### src/logic/core_cfg.svh
`ifndef CORE_CFG_SVH
`define CORE_CFG_SVH

// data and address width
`define XLEN 32
`define REG_COUNT 32
// first fetch after reset
`define RESET_PC 32'h0000_0000
// every mul, divu and remu runs this many iterations
`define MUL_DIV_STEPS 32

`endif

### src/logic/rv_isa_pkg.sv
`default_nettype none

`include "core_cfg.svh"

package rv_isa_pkg;

  typedef logic [`XLEN-1:0] word_t;
  typedef logic [$clog2(`REG_COUNT)-1:0] reg_idx_t;
  typedef logic [`XLEN/8-1:0] wstrb_t;

  // major opcodes of the kept subset
  typedef enum logic [6:0] {
    opc_lui    = 7'b0110111,
    opc_auipc  = 7'b0010111,
    opc_jal    = 7'b1101111,
    opc_jalr   = 7'b1100111,
    opc_branch = 7'b1100011,
    opc_load   = 7'b0000011,
    opc_store  = 7'b0100011,
    opc_op_imm = 7'b0010011,
    opc_op     = 7'b0110011
  } opcode_t;

  typedef enum logic [4:0] {
    op_add, op_sub, op_sll, op_slt, op_sltu, op_xor, op_srl, op_sra, op_or, op_and,
    op_beq, op_bne, op_blt, op_bge, op_bltu, op_bgeu,
    op_lui, op_auipc, op_jal, op_jalr, op_lw, op_sw,
    op_mul, op_divu, op_remu
  } exec_op_t;

endpackage

`default_nettype wire

### src/logic/core_ctrl_pkg.sv
`default_nettype none

`include "core_cfg.svh"

package core_ctrl_pkg;

  typedef enum logic [3:0] {
    st_fetch, st_wait_fetch, st_execute, st_mul_div, st_wait_load,
    st_wait_store, st_check_pc, st_write_back, st_halted
  } core_state_t;

  // wide enough to hold the full step count itself
  typedef logic [$clog2(`MUL_DIV_STEPS):0] step_count_t;

endpackage

`default_nettype wire

### src/logic/instr_decoder.sv
`timescale 1ns/10ps
`default_nettype none

module instr_decoder (
  input  rv_isa_pkg::word_t    instr,
  output rv_isa_pkg::reg_idx_t rs1,
  output rv_isa_pkg::reg_idx_t rs2,
  output rv_isa_pkg::reg_idx_t rd,
  output rv_isa_pkg::word_t    imm,
  output rv_isa_pkg::exec_op_t op,
  output logic                 legal
);
  import rv_isa_pkg::*;

  logic [2:0] funct3;
  logic [6:0] funct7;
  word_t imm_i;
  word_t imm_s;
  word_t imm_b;
  word_t imm_u;
  word_t imm_j;

  assign funct3 = instr[14:12];
  assign funct7 = instr[31:25];
  assign rs1 = instr[19:15];
  assign rd = instr[11:7];

  assign imm_i = {{20{instr[31]}}, instr[31:20]};
  assign imm_s = {{20{instr[31]}}, instr[31:25], instr[11:7]};
  assign imm_b = {{19{instr[31]}}, instr[31], instr[7], instr[30:25], instr[11:8], 1'b0};
  assign imm_u = {instr[31:12], 12'b0};
  assign imm_j = {{11{instr[31]}}, instr[31], instr[19:12], instr[20], instr[30:21], 1'b0};

  always_comb begin
    op = op_add;
    legal = 1'b1;
    imm = imm_i;
    rs2 = instr[24:20];
    case (opcode_t'(instr[6:0]))
      opc_lui: begin
        op = op_lui;
        imm = imm_u;
      end
      opc_auipc: begin
        op = op_auipc;
        imm = imm_u;
      end
      opc_jal: begin
        op = op_jal;
        imm = imm_j;
      end
      opc_jalr: begin
        op = op_jalr;
        legal = (funct3 == 3'b000);
      end
      opc_branch: begin
        imm = imm_b;
        case (funct3)
          3'b000: op = op_beq;
          3'b001: op = op_bne;
          3'b100: op = op_blt;
          3'b101: op = op_bge;
          3'b110: op = op_bltu;
          3'b111: op = op_bgeu;
          default: legal = 1'b0;
        endcase
      end
      opc_load: begin
        op = op_lw;
        legal = (funct3 == 3'b010);
      end
      opc_store: begin
        op = op_sw;
        imm = imm_s;
        legal = (funct3 == 3'b010);
      end
      opc_op_imm: begin
        // second source reads x0 so the ALU sees only the immediate
        rs2 = '0;
        case (funct3)
          3'b000: op = op_add;
          3'b010: op = op_slt;
          3'b011: op = op_sltu;
          3'b100: op = op_xor;
          3'b110: op = op_or;
          3'b111: op = op_and;
          3'b001: begin
            op = op_sll;
            legal = (funct7 == 7'b0000000);
          end
          default: begin
            op = funct7[5] ? op_sra : op_srl;
            legal = ({funct7[6], funct7[4:0]} == 6'b000000);
          end
        endcase
      end
      opc_op: begin
        imm = '0;
        case ({funct7, funct3})
          10'b0000000_000: op = op_add;
          10'b0100000_000: op = op_sub;
          10'b0000000_001: op = op_sll;
          10'b0000000_010: op = op_slt;
          10'b0000000_011: op = op_sltu;
          10'b0000000_100: op = op_xor;
          10'b0000000_101: op = op_srl;
          10'b0100000_101: op = op_sra;
          10'b0000000_110: op = op_or;
          10'b0000000_111: op = op_and;
          10'b0000001_000: op = op_mul;
          10'b0000001_101: op = op_divu;
          10'b0000001_111: op = op_remu;
          default: legal = 1'b0;
        endcase
      end
      default: legal = 1'b0;
    endcase
  end

endmodule

`default_nettype wire

### src/logic/reg_file.sv
`timescale 1ns/10ps
`default_nettype none

`include "core_cfg.svh"

module reg_file (
  input  logic                          clk,
  input  logic [$clog2(`REG_COUNT)-1:0] rs1,
  input  logic [$clog2(`REG_COUNT)-1:0] rs2,
  output logic [`XLEN-1:0]              rs1_data,
  output logic [`XLEN-1:0]              rs2_data,
  input  logic                          we,
  input  logic [$clog2(`REG_COUNT)-1:0] rd,
  input  logic [`XLEN-1:0]              rd_data
);

  logic [`XLEN-1:0] regs [`REG_COUNT];

  // x0 is never written and always reads as zero
  always_ff @(posedge clk) begin
    if (we && rd != '0) begin
      regs[rd] <= rd_data;
    end
  end

  assign rs1_data = (rs1 == '0) ? '0 : regs[rs1];
  assign rs2_data = (rs2 == '0) ? '0 : regs[rs2];

endmodule

`default_nettype wire

### src/logic/exec_unit.sv
`timescale 1ns/10ps
`default_nettype none

module exec_unit (
  input  rv_isa_pkg::exec_op_t op,
  input  rv_isa_pkg::word_t    pc,
  input  rv_isa_pkg::word_t    imm,
  input  rv_isa_pkg::word_t    rs1_data,
  input  rv_isa_pkg::word_t    rs2_data,
  output rv_isa_pkg::word_t    result,
  output rv_isa_pkg::word_t    target,
  output rv_isa_pkg::word_t    ls_addr,
  output logic                 taken
);
  import rv_isa_pkg::*;

  word_t operand_b;
  word_t pc_plus4;
  logic [4:0] shamt;

  // the decoder zeroes whichever second source is not in use
  assign operand_b = rs2_data | imm;
  assign shamt = operand_b[4:0];
  assign pc_plus4 = pc + word_t'(4);

  assign ls_addr = rs1_data + imm;
  assign target = (op == op_jalr) ? {ls_addr[31:1], 1'b0} : pc + imm;

  always_comb begin
    case (op)
      op_sub:   result = rs1_data - operand_b;
      op_sll:   result = rs1_data << shamt;
      op_slt:   result = {31'b0, $signed(rs1_data) < $signed(operand_b)};
      op_sltu:  result = {31'b0, rs1_data < operand_b};
      op_xor:   result = rs1_data ^ operand_b;
      op_srl:   result = rs1_data >> shamt;
      op_sra:   result = $signed(rs1_data) >>> shamt;
      op_or:    result = rs1_data | operand_b;
      op_and:   result = rs1_data & operand_b;
      op_lui:   result = imm;
      op_auipc: result = pc + imm;
      op_jal,
      op_jalr:  result = pc_plus4;
      default:  result = rs1_data + operand_b;
    endcase
  end

  always_comb begin
    case (op)
      op_beq:  taken = (rs1_data == rs2_data);
      op_bne:  taken = (rs1_data != rs2_data);
      op_blt:  taken = $signed(rs1_data) < $signed(rs2_data);
      op_bge:  taken = $signed(rs1_data) >= $signed(rs2_data);
      op_bltu: taken = rs1_data < rs2_data;
      op_bgeu: taken = rs1_data >= rs2_data;
      op_jal,
      op_jalr: taken = 1'b1;
      default: taken = 1'b0;
    endcase
  end

endmodule

`default_nettype wire

### src/logic/mul_div_unit.sv
`timescale 1ns/10ps
`default_nettype none

module mul_div_unit (
  input  logic                 clk,
  input  logic                 start,
  input  logic                 step,
  input  rv_isa_pkg::exec_op_t op,
  input  rv_isa_pkg::word_t    rs1_data,
  input  rv_isa_pkg::word_t    rs2_data,
  output rv_isa_pkg::word_t    mul_div_result
);
  import rv_isa_pkg::*;

  // acc holds the partial product or the running remainder
  word_t acc;
  // x is the shifted multiplicand, or the dividend turning into the quotient
  word_t x;
  word_t y;
  logic [32:0] rem_shift;
  logic [32:0] diff;

  assign rem_shift = {acc, x[31]};
  assign diff = rem_shift - {1'b0, y};

  always_ff @(posedge clk) begin
    if (start) begin
      acc <= '0;
      x <= rs1_data;
      y <= rs2_data;
    end else if (step) begin
      if (op == op_mul) begin
        acc <= y[0] ? acc + x : acc;
        x <= x << 1;
        y <= y >> 1;
      end else if (!diff[32]) begin
        // divisor fits, so keep the difference and shift in a one
        acc <= diff[31:0];
        x <= {x[30:0], 1'b1};
      end else begin
        acc <= rem_shift[31:0];
        x <= {x[30:0], 1'b0};
      end
    end
  end

  // a zero divisor always fits, giving all ones and the dividend back
  assign mul_div_result = (op == op_divu) ? x : acc;

endmodule

`default_nettype wire

### src/logic/step_counter.sv
`timescale 1ns/10ps
`default_nettype none

`include "core_cfg.svh"

module step_counter (
  input  logic clk,
  input  logic reset,
  input  logic load,
  output logic done
);
  import core_ctrl_pkg::*;

  step_count_t count;

  always_ff @(posedge clk) begin
    if (reset) begin
      count <= '0;
      done <= 1'b0;
    end else if (load) begin
      count <= step_count_t'(`MUL_DIV_STEPS);
      done <= 1'b0;
    end else begin
      if (count != '0) begin
        count <= count - 1'b1;
      end
      // one-cycle pulse once the count has hit zero
      done <= (count == step_count_t'(1));
    end
  end

endmodule

`default_nettype wire

### src/logic/core_fsm.sv
`timescale 1ns/10ps
`default_nettype none

`include "core_cfg.svh"

module core_fsm (
  input  logic                 clk,
  input  logic                 reset,
  output logic                 mem_valid,
  output logic                 mem_instr,
  input  logic                 mem_ready,
  output rv_isa_pkg::word_t    mem_addr,
  output rv_isa_pkg::word_t    mem_wdata,
  output rv_isa_pkg::wstrb_t   mem_wstrb,
  input  rv_isa_pkg::word_t    mem_rdata,
  output logic                 trap,
  output rv_isa_pkg::word_t    instr,
  output rv_isa_pkg::word_t    pc,
  input  rv_isa_pkg::exec_op_t op,
  input  logic                 legal,
  input  rv_isa_pkg::word_t    result,
  input  rv_isa_pkg::word_t    target,
  input  rv_isa_pkg::word_t    ls_addr,
  input  logic                 taken,
  input  rv_isa_pkg::word_t    rs2_data,
  input  rv_isa_pkg::word_t    mul_div_result,
  output logic                 md_start,
  output logic                 md_step,
  output logic                 count_load,
  input  logic                 count_done,
  output logic                 rd_we,
  output rv_isa_pkg::word_t    rd_data
);
  import rv_isa_pkg::*;
  import core_ctrl_pkg::*;

  core_state_t state;
  word_t next_pc;
  word_t pc_plus4;
  logic is_mem_op;
  logic is_mul_div;
  logic md_go;

  assign pc_plus4 = pc + word_t'(4);
  assign is_mem_op = (op == op_lw) || (op == op_sw);
  assign is_mul_div = (op == op_mul) || (op == op_divu) || (op == op_remu);

  assign md_go = (state == st_execute) && legal && is_mul_div;
  assign md_start = md_go;
  assign count_load = md_go;
  assign md_step = (state == st_mul_div) && !count_done;
  assign rd_we = (state == st_write_back);

  always_ff @(posedge clk) begin
    if (reset) begin
      state <= st_fetch;
      pc <= `RESET_PC;
      next_pc <= `RESET_PC;
      mem_valid <= 1'b0;
      mem_wstrb <= '0;
      trap <= 1'b0;
    end else begin
      case (state)
        st_fetch: begin
          mem_valid <= 1'b1;
          mem_instr <= 1'b1;
          mem_addr <= next_pc;
          mem_wstrb <= '0;
          state <= st_wait_fetch;
        end

        st_wait_fetch: begin
          if (mem_ready) begin
            mem_valid <= 1'b0;
            instr <= mem_rdata;
            pc <= mem_addr;
            state <= st_execute;
          end
        end

        st_execute: begin
          if (!legal || (is_mem_op && ls_addr[1:0] != 2'b00)) begin
            trap <= 1'b1;
            state <= st_halted;
          end else begin
            case (op)
              op_mul, op_divu, op_remu: state <= st_mul_div;
              op_lw: begin
                mem_valid <= 1'b1;
                mem_instr <= 1'b0;
                mem_addr <= ls_addr;
                mem_wstrb <= '0;
                state <= st_wait_load;
              end
              op_sw: begin
                mem_valid <= 1'b1;
                mem_instr <= 1'b0;
                mem_addr <= ls_addr;
                mem_wdata <= rs2_data;
                mem_wstrb <= '1;
                state <= st_wait_store;
              end
              op_beq, op_bne, op_blt, op_bge, op_bltu, op_bgeu, op_jal, op_jalr: begin
                rd_data <= result;
                state <= st_check_pc;
              end
              default: begin
                rd_data <= result;
                next_pc <= pc_plus4;
                state <= st_write_back;
              end
            endcase
          end
        end

        // closing cycle once all iterations are done
        st_mul_div: begin
          if (count_done) begin
            rd_data <= mul_div_result;
            next_pc <= pc_plus4;
            state <= st_write_back;
          end
        end

        st_wait_load: begin
          if (mem_ready) begin
            mem_valid <= 1'b0;
            rd_data <= mem_rdata;
            next_pc <= pc_plus4;
            state <= st_write_back;
          end
        end

        st_wait_store: begin
          if (mem_ready) begin
            mem_valid <= 1'b0;
            next_pc <= pc_plus4;
            state <= st_fetch;
          end
        end

        // untaken branches never fault on their target
        st_check_pc: begin
          if (taken && target[1:0] != 2'b00) begin
            trap <= 1'b1;
            state <= st_halted;
          end else begin
            next_pc <= taken ? target : pc_plus4;
            state <= (op == op_jal || op == op_jalr) ? st_write_back : st_fetch;
          end
        end

        st_write_back: state <= st_fetch;

        default: state <= st_halted;
      endcase
    end
  end

endmodule

`default_nettype wire

### src/logic/riscv_core.sv
`timescale 1ns/10ps
`default_nettype none

module riscv_core (
  input  logic               clk,
  input  logic               reset,
  output logic               mem_valid,
  output logic               mem_instr,
  input  logic               mem_ready,
  output rv_isa_pkg::word_t  mem_addr,
  output rv_isa_pkg::word_t  mem_wdata,
  output rv_isa_pkg::wstrb_t mem_wstrb,
  input  rv_isa_pkg::word_t  mem_rdata,
  output logic               trap
);
  import rv_isa_pkg::*;

  word_t instr;
  word_t pc;
  reg_idx_t rs1;
  reg_idx_t rs2;
  reg_idx_t rd;
  word_t imm;
  exec_op_t op;
  logic legal;
  word_t rs1_data;
  word_t rs2_data;
  word_t result;
  word_t target;
  word_t ls_addr;
  logic taken;
  word_t mul_div_result;
  logic md_start;
  logic md_step;
  logic count_load;
  logic count_done;
  logic rd_we;
  word_t rd_data;

  core_fsm core_fsm_i (
    .clk(clk),
    .reset(reset),
    .mem_valid(mem_valid),
    .mem_instr(mem_instr),
    .mem_ready(mem_ready),
    .mem_addr(mem_addr),
    .mem_wdata(mem_wdata),
    .mem_wstrb(mem_wstrb),
    .mem_rdata(mem_rdata),
    .trap(trap),
    .instr(instr),
    .pc(pc),
    .op(op),
    .legal(legal),
    .result(result),
    .target(target),
    .ls_addr(ls_addr),
    .taken(taken),
    .rs2_data(rs2_data),
    .mul_div_result(mul_div_result),
    .md_start(md_start),
    .md_step(md_step),
    .count_load(count_load),
    .count_done(count_done),
    .rd_we(rd_we),
    .rd_data(rd_data)
  );

  step_counter step_counter_i (
    .clk(clk),
    .reset(reset),
    .load(count_load),
    .done(count_done)
  );

  instr_decoder instr_decoder_i (
    .instr(instr),
    .rs1(rs1),
    .rs2(rs2),
    .rd(rd),
    .imm(imm),
    .op(op),
    .legal(legal)
  );

  reg_file reg_file_i (
    .clk(clk),
    .rs1(rs1),
    .rs2(rs2),
    .rs1_data(rs1_data),
    .rs2_data(rs2_data),
    .we(rd_we),
    .rd(rd),
    .rd_data(rd_data)
  );

  exec_unit exec_unit_i (
    .op(op),
    .pc(pc),
    .imm(imm),
    .rs1_data(rs1_data),
    .rs2_data(rs2_data),
    .result(result),
    .target(target),
    .ls_addr(ls_addr),
    .taken(taken)
  );

  mul_div_unit mul_div_unit_i (
    .clk(clk),
    .start(md_start),
    .step(md_step),
    .op(op),
    .rs1_data(rs1_data),
    .rs2_data(rs2_data),
    .mul_div_result(mul_div_result)
  );

endmodule

`default_nettype wire

### config.mk
export PLATFORM = sky130hd
export DESIGN_NAME = riscv_core
export DESIGN_NICKNAME = d
export VERILOG_FILES = /design/src/logic/rv_isa_pkg.sv /design/src/logic/core_ctrl_pkg.sv /design/src/logic/instr_decoder.sv /design/src/logic/reg_file.sv /design/src/logic/exec_unit.sv /design/src/logic/mul_div_unit.sv /design/src/logic/step_counter.sv /design/src/logic/core_fsm.sv /design/src/logic/riscv_core.sv
export VERILOG_INCLUDE_DIRS = /design/src /design/src/logic
export SDC_FILE = /design/constraint.sdc
export NUM_CORES = 2
export LEC_CHECK = 0
export ABC_AREA = 1
export BUFFER_PORTS_ARGS = -buffer_cell sky130_fd_sc_hd__clkbuf_2
export CELL_PAD_IN_SITES_DETAIL_PLACEMENT = 1
export CELL_PAD_IN_SITES_GLOBAL_PLACEMENT = 2
export CORE_MARGIN = 8
export CORE_UTILIZATION = 35
export DETAILED_ROUTE_END_ITERATION = 10
export PLACE_DENSITY_LB_ADDON = 0.1
export SLEW_MARGIN = 20
export SYNTH_ARGS = -nofsm -noshare
export SYNTH_HDL_FRONTEND = slang
export SYNTH_HIERARCHICAL = 1
export SYNTH_SLANG_ARGS = --single-unit
export TNS_END_PERCENT = 5
### constraint.sdc
create_clock -name clk -period 13.3 [get_ports clk]
set_input_delay 1.995 -clock clk [delete_from_list [all_inputs] [get_ports clk]]
set_output_delay 1.995 -clock clk [all_outputs]
set_load 0.01 [all_outputs]
Yosys cells after proc, flatten, opt, wreduce, memory -nomap -nowiden
Memory sizes are Yosys's and may differ from the RTL's. A register that Yosys moved wholly into a read port is not among the register bits.
Cells that the tools add are included.
{"block": "word_totals", "register_bits": 306, "mem_bits_rw": 1024, "input_bits": 35, "out_inout_bits": 71, "wordCells": 246, "n_memories": 1}
{"block": "classes", "add_sub_neg": 8, "order_cmp": 6, "n_eq_ne": 77, "n_shift": 3, "muxes": 69, "bitwise": 6, "n_reduce_logical": 59}
{"name": "reg_file_i.regs", "depth": 32, "width": 32, "read_ports": 2, "rd_ports_with_merged_regs": 1, "wr": 1, "line_no": "reg_file.sv:17", "source": "logic [`XLEN-1:0] regs [`REG_COUNT];"}
{"cell": "2-to-1 mux 32 bit", "count": 24}
{"cell": "one-hot mux 32 bit (12 select lines)", "count": 1}
{"cell": "one-hot mux 32 bit (5 select lines)", "count": 1}
{"cell": "adder 32 bit", "count": 4}
{"cell": "less-than comparator 32 bit", "count": 4}
{"cell": "one-hot mux 32 bit (4 select lines)", "count": 1}
{"cell": "one-hot mux 32 bit (3 select lines)", "count": 1}
{"cell": ">= comparator 32 bit", "count": 2}
{"cell": "OR 32 bit", "count": 2}
{"cell": "one-hot mux 32 bit (2 select lines)", "count": 1}
{"cell": "one-hot mux 5 bit (12 select lines)", "count": 1}
{"cell": "equality test 5 bit (second input constant)", "count": 9}
{"cell": "one-hot mux 5 bit (9 select lines)", "count": 1}
{"cell": "equality test 10 x 3 -> 1 bit (second input constant)", "count": 4}
{"cell": "equality test 5 x 4 -> 1 bit (second input constant)", "count": 8}
{"cell": "one-hot mux 5 bit (7 select lines)", "count": 1}
{"cell": "subtractor 33 x 32 -> 33 bit", "count": 1}
{"cell": "adder 32 x 3 -> 32 bit (second input constant)", "count": 1}
{"cell": "bitwise AND 32 bit", "count": 1}
{"cell": "equality test 32 bit", "count": 1}
{"cell": "!= test 32 bit", "count": 1}
{"cell": "one-hot mux 4 bit (8 select lines)", "count": 1}
{"cell": "left shift 32 x 5 -> 32 bit", "count": 1}
{"cell": ">> shifter 32 x 5 -> 32 bit", "count": 1}
{"cell": "other kinds (62)", "count": 155}

Depth between registers and ports, before layout
{"block": "logic_depth", "word_depth": 10, "ltp_mapped": 41, "mapped_depth_nobuf": 37}

Modules after synthesis
Netlist, hierarchy kept.
{"module": "reg_file", "instances": 1, "cells_per_inst": 5959, "area_each_um2": 51675.8, "seq_area_each_um2": 30749.5}
{"module": "exec_unit", "instances": 1, "cells_per_inst": 3335, "area_each_um2": 16363.2, "seq_area_each_um2": 0.0}
{"module": "mul_div_unit", "instances": 1, "cells_per_inst": 1552, "area_each_um2": 9426.5, "seq_area_each_um2": 2562.5}
{"module": "core_fsm", "instances": 1, "cells_per_inst": 1046, "area_each_um2": 9156.3, "seq_area_each_um2": 5295.1}
{"module": "instr_decoder", "instances": 1, "cells_per_inst": 223, "area_each_um2": 1049.8, "seq_area_each_um2": 0.0}
{"module": "step_counter", "instances": 1, "cells_per_inst": 41, "area_each_um2": 342.8, "seq_area_each_um2": 140.1}

Least setup slack after synthesis
Ideal clock, no wire load.
{"block": "synth_timing", "path_type": "register to register", "startpoint": "register core_fsm_i.instr[15]", "endpoint": "register core_fsm_i.mem_wdata[0] (enable)", "setup_time_ns": 0.501, "arrival_time_ns": 5.849, "t_required_ns": 12.799, "setup_slack_ns": 6.950, "path_stages_with_launch": 21, "path_buffers": 3, "synth_period_minus_slack_ns": 6.350, "path_cell_list": "edfxtp_1 > buf_4 > inv_2 > buf_2 > buf_1 > nand2_1 > nand3_1 > nand3_1 > nand2_1 > nand2_1 > nand3_1 > nand2_1 > nor2_1 > inv_1 > fa_1 > inv_1 > inv_1 > nand2_1 > nand4_1 > nand2_1 > nor4_1"}
{"block": "synth_between", "elab_chain_len": 8}
{"item": "from (decl)", "line_no": "core_fsm.sv:17", "source": "output rv_isa_pkg::word_t instr,"}
{"item": "from (signal assigned)", "line_no": "core_fsm.sv:75", "source": "instr <= mem_rdata;"}
{"item": "zero test 5 bit", "line_no": "reg_file.sv:26", "source": "assign rs1_data = (rs1 == '0) ? '0 : regs[rs1];"}
{"item": "2-to-1 mux 32 bit", "line_no": "reg_file.sv:26"}
{"item": "net rs1_data[1]", "line_no": "riscv_core.sv:26", "source": "word_t rs1_data;"}
{"item": "adder 32 bit", "line_no": "exec_unit.sv:26", "source": "assign ls_addr = rs1_data + imm;"}
{"item": "net ls_addr[1]", "line_no": "riscv_core.sv:30", "source": "word_t ls_addr;"}
{"item": "nonzero test 2 bit", "line_no": "core_fsm.sv:82", "source": "if (!legal || (is_mem_op && ls_addr[1:0] != 2'b00)) begin"}
{"item": "logical AND 1 bit", "line_no": "core_fsm.sv:82"}
{"item": "logical OR 1 bit", "line_no": "core_fsm.sv:82"}
{"item": "inverter 1 bit (no line)"}
{"item": "AND reduction 4 bit (no line)"}
{"item": "to (signal assigned)", "line_no": "core_fsm.sv:99", "source": "mem_wdata <= rs2_data;"}
{"item": "to (decl)", "line_no": "core_fsm.sv:13", "source": "output rv_isa_pkg::word_t mem_wdata,"}
The timed path passes the listed nets, and every way through them passes these cells.
A chain may end at the register's enable or synchronous reset.

Worst setup path after layout
{"block": "layout_timing", "startpoint": "register core_fsm_i.instr[1]", "endpoint": "register core_fsm_i.next_pc[8]"}
{"block": "layout_between", "elab_chain_len": 9, "word_cells_on_any_way": 58, "cone_classes": "add/sub (2); order compare (4); eq/ne (27); mux (10); reduce/logical (14); memory (1)"}
{"item": "equality test 7 x 5 -> 1 bit *", "line_no": "instr_decoder.sv:39", "source": "case (opcode_t'(instr[6:0]))"}
{"item": "2-to-1 mux 5 bit *", "line_no": "instr_decoder.sv:39"}
{"item": "net rs2[1]", "line_no": "riscv_core.sv:21", "source": "reg_idx_t rs2;"}
{"item": "memory read (32 x 32 bit) / zero test 5 bit (equally long branches)"}
{"item": "2-to-1 mux 32 bit *", "line_no": "reg_file.sv:27", "source": "assign rs2_data = (rs2 == '0) ? '0 : regs[rs2];"}
{"item": "net rs2_data[22]", "line_no": "riscv_core.sv:27", "source": "word_t rs2_data;"}
{"item": ">= comparator 32 bit (tied with other cells)", "line_no": "exec_unit.sv:55", "source": "op_bgeu: taken = rs1_data >= rs2_data;"}
{"item": "one-hot mux 1 bit (7 select lines) *", "line_no": "exec_unit.sv:49", "source": "case (op)"}
{"item": "net taken", "line_no": "riscv_core.sv:31", "source": "logic taken;"}
{"item": "2-to-1 mux 32 bit / logical AND 1 bit (equally long branches)", "line_no": "core_fsm.sv:148, core_fsm.sv:144"}
{"item": "2-to-1 mux 32 bit / != test 2 bit (equally long branches)"}
{"item": "one-hot mux 32 bit (4 select lines) / AND reduction 6 bit (equally long branches)"}
{"item": "to (signal assigned)", "line_no": "core_fsm.sv:58", "source": "next_pc <= `RESET_PC;"}
{"item": "to (signal assigned)", "line_no": "core_fsm.sv:137", "source": "next_pc <= pc_plus4;"}
{"item": "to (signal assigned)", "line_no": "core_fsm.sv:148", "source": "next_pc <= taken ? target : pc_plus4;"}
{"item": "to (decl)", "line_no": "core_fsm.sv:38", "source": "word_t next_pc;"}
Mark *: on every way through the listed nets, which the timed path passes. The rest lies on a longest branch. The select of a mux whose other input is x is not followed.

==> run metrics <==
outcome=completed; FFs w/ async S/R, synth=0%; io pins=106; # setup viols final=0; combinational power share=approximately two fifths; IO buf count=105; count leader, synth=nand2_1; core area=~250,000 um^2; sequential cell area=38,700 um^2; Die Wd=517 um; Clock transition at path regs=0.06 ns; Max clock buf depth=3; CTS H-tree depth=4; via count=between 90k and 100k; Synth top area share=41.5%; crit path max-delay cell type=nor2_4; Clock power frac=28.1%; Crit path top cell by count=nand2_1; Synth area leaders=edfxtp_1, nand2_1, nand3_1; drt wl/cell=31.7 um; Crit Path Class=reg2reg; pin count of the biggest net entering global routing=177; die height=between 500 and 600 um; Post-Syn Area=88,000 um^2; Final Skew=roughly 0.061 ns; Critical Path Max Stage Delay=roughly 0.98 ns; gr usage total=35.7%; first-pass GRT wire length=690,000 um; Initial Util=35.1%; Routed WL=495,000 um; worst-margin pin slew=1.32 ns; antenna violations before repair=47; Mapped Cells=12.2k; initial drt markers=roughly 10k; gpl congestion=1.03; fmax=between 0.1 and 0.15 GHz; cell-internal power=9010 uW; die area=268,000 um^2; root buffer cell=clkbuf_16; multi-input logic area=~43,000 um^2; CP endpoint kind=register; routed vias/inst=between 5 and 6; Routed Antenna Nets=0; Pwr Total=roughly 16,000 uW; Leak=~0.041 uW; Final Cycle Share=between 60% and 70%; max-cap violation count=0; top cells by count, synth=nand2_1, nand3_1, nor2_1; leading area contributor after synthesis=edfxtp_1; Cell variety after synth=58; pwr dens=162 nW/um^2; unrepaired setup endpoints after global routing=false; post-synthesis sequential area ratio=44.0%; count of pins over their slew limit=0; worst-skew pair later-pin latency=0.87 ns; Final Hold Fails=0; layout cells sized above 1=6.71%; # hold bufs at CTS=0; Slew headroom=11.9%; switching portion of total power=43.2%; Tmin final=8.99 ns; HPWL after detailed placement=335,000 um; nature of the critical path startpoint=register; gr ovfl total=0; number of synthesized flops with an enable pin=1,217; Synthesis Warnings=6; post-synthesis to final-layout area growth=11.6%; Worst EP required=14.09 ns; row cnt=about 180; P_sw=6870 uW; VDD IR max=roughly 0.00017 V; Yosys reg bits=1,327; DRC=0; Resize count post-CTS=0; Setup Fix Bufs, Post-CTS=0; clock sinks=1,327; CP arrival=9.79 ns; sequential power share=about a third; CTS tree=done; 1st-pass router iterations=5; HP Class=reg2reg; Final #Nets=12.4k; worst-path fanout max=between 80 and 90; top_reg_cell synth=edfxtp_1; Mean Syn Cell Area=7.24 um^2; vias in the first global route=90.3k; fillers=~31k; number of buffers added by the clock tree synthesis step=163; Setup TNS=0 ns
cell families after synthesis:
| kind of cell | after synthesis | synth area share (%) |
|---|---|---|
| simple gates | 7252 | 34.2 |
| compound gates | 1625 | 9.82 |
| buf+inv | 1617 | 7.48 |
| flops | 1327 | 44.0 |
| fa+ha+maj | 257 | 3.70 |
| xor+xnor | 77 | 0.766 |
| other cells | 1 | 0.00426 |
worst paths after layout:
check	start	endpoint	slack [ns]	cells after the start
min reg2reg	core_fsm_i/next_pc[10]	core_fsm_i/next_pc[10]	0.45	2
max	core_fsm_i/instr[1]	core_fsm_i/next_pc[8]	4.31	34
max reg2reg	core_fsm_i/instr[1]	core_fsm_i/next_pc[8]	4.31	34
min	core_fsm_i/next_pc[10]	core_fsm_i/next_pc[10]	0.45	2
placed cells by master (no fill, tap or decap), types with 43 or more instances in the layout:
cell / netlist / layout
nor3_1: 74 / 73
nor2_1: 1383 / 1316
a21oi_1: 553 / 553
clkinv_1: 3 / 43
xor2_1: 60 / 60
buf_4: 34 / 239
clkbuf_16: 0 / 165
nor2_4: 4 / 54
inv_1: 946 / 943
clkbuf_2: 1 / 105
o211ai_1: 65 / 65
nand3_1: 1621 / 1619
dfxtp_1: 110 / 110
o21ai_0: 826 / 824
nand4_1: 78 / 78
edfxtp_1: 1217 / 1217
ha_1: 252 / 252
o21ai_1: 47 / 48
nand2_1: 3940 / 3936
cell type report:
cell class                      count  share of cell area [%]
Multi-Input combinational cell   9243                    44.0
Sequential cell                  1327                    39.4
Clock buffer                      210                    4.41
Tap cell                         3348                    4.26
Inverter                          980                    3.78
Timing Repair Buffer              383                    3.08
Clock inverter                     89                   0.916
Antenna cell                       27                  0.0688
power by group through the flow:
stage | Clock [uW] | Sequential (uW) | Combinational, uW
5_1_grt | 4680 | 5330 | 6530
4_1_cts | 4540 | 5350 | 5920
2_1_floorplan | 0 | 5300 | 3400
6_report | 4460 | 5310 | 6110
3_3_place_gp | 0 | 5480 | 5750
3_5_place_dp | 0 | 5430 | 5890
stage by stage:
step / cells / setup slack [ns] / utilization, % / hold slack, ns / cell area (um^2)
CTS: 15569 / 4.45 / 39.1 / 0.453 / 98000
detailed placement: 15270 / 4.40 / 37.0 / 0.443 / 92800
finish: 15607 / 4.31 / 39.2 / 0.450 / 98200
floorplan: 12187 / 6.95 / - / 0.422 / 88100
global placement: 15251 / 4.34 / 36.9 / 0.432 / 92400
global route: 15589 / 3.90 / 39.2 / 0.484 / 98200
critical path, delay by kind of cell (launching register included):
family | cells | cell delay [ns]
compound gates | 3 | 0.54
fa+ha+maj | 1 | 0.32
simple gates | 22 | 4.99
buf+inv | 8 | 2.57
flops | 1 | 0.35
flip-flops by register name, summed over array words and instances, names as in the netlist, 6 cells and up:
register / count
core_fsm_i/next_pc: 32
core_fsm_i/pc: 32
reg_file_i/regs: 1024
core_fsm_i/mem_addr: 32
core_fsm_i/instr: 32
step_counter_i/count: 6
mul_div_unit_i/y: 32
mul_div_unit_i/x: 32
mul_div_unit_i/acc: 32
core_fsm_i/mem_wdata: 32
core_fsm_i/rd_data: 32
routing by layer:
metal,track usage (%),up-vias,wire length (um)
met1,47.7,45938,211000
met5,0,-,129
li1,-,40219,-
met2,56.0,3841,219000
met4,17.9,18,29200
met3,5.98,990,35900
Power figures use the tool's default switching activity.
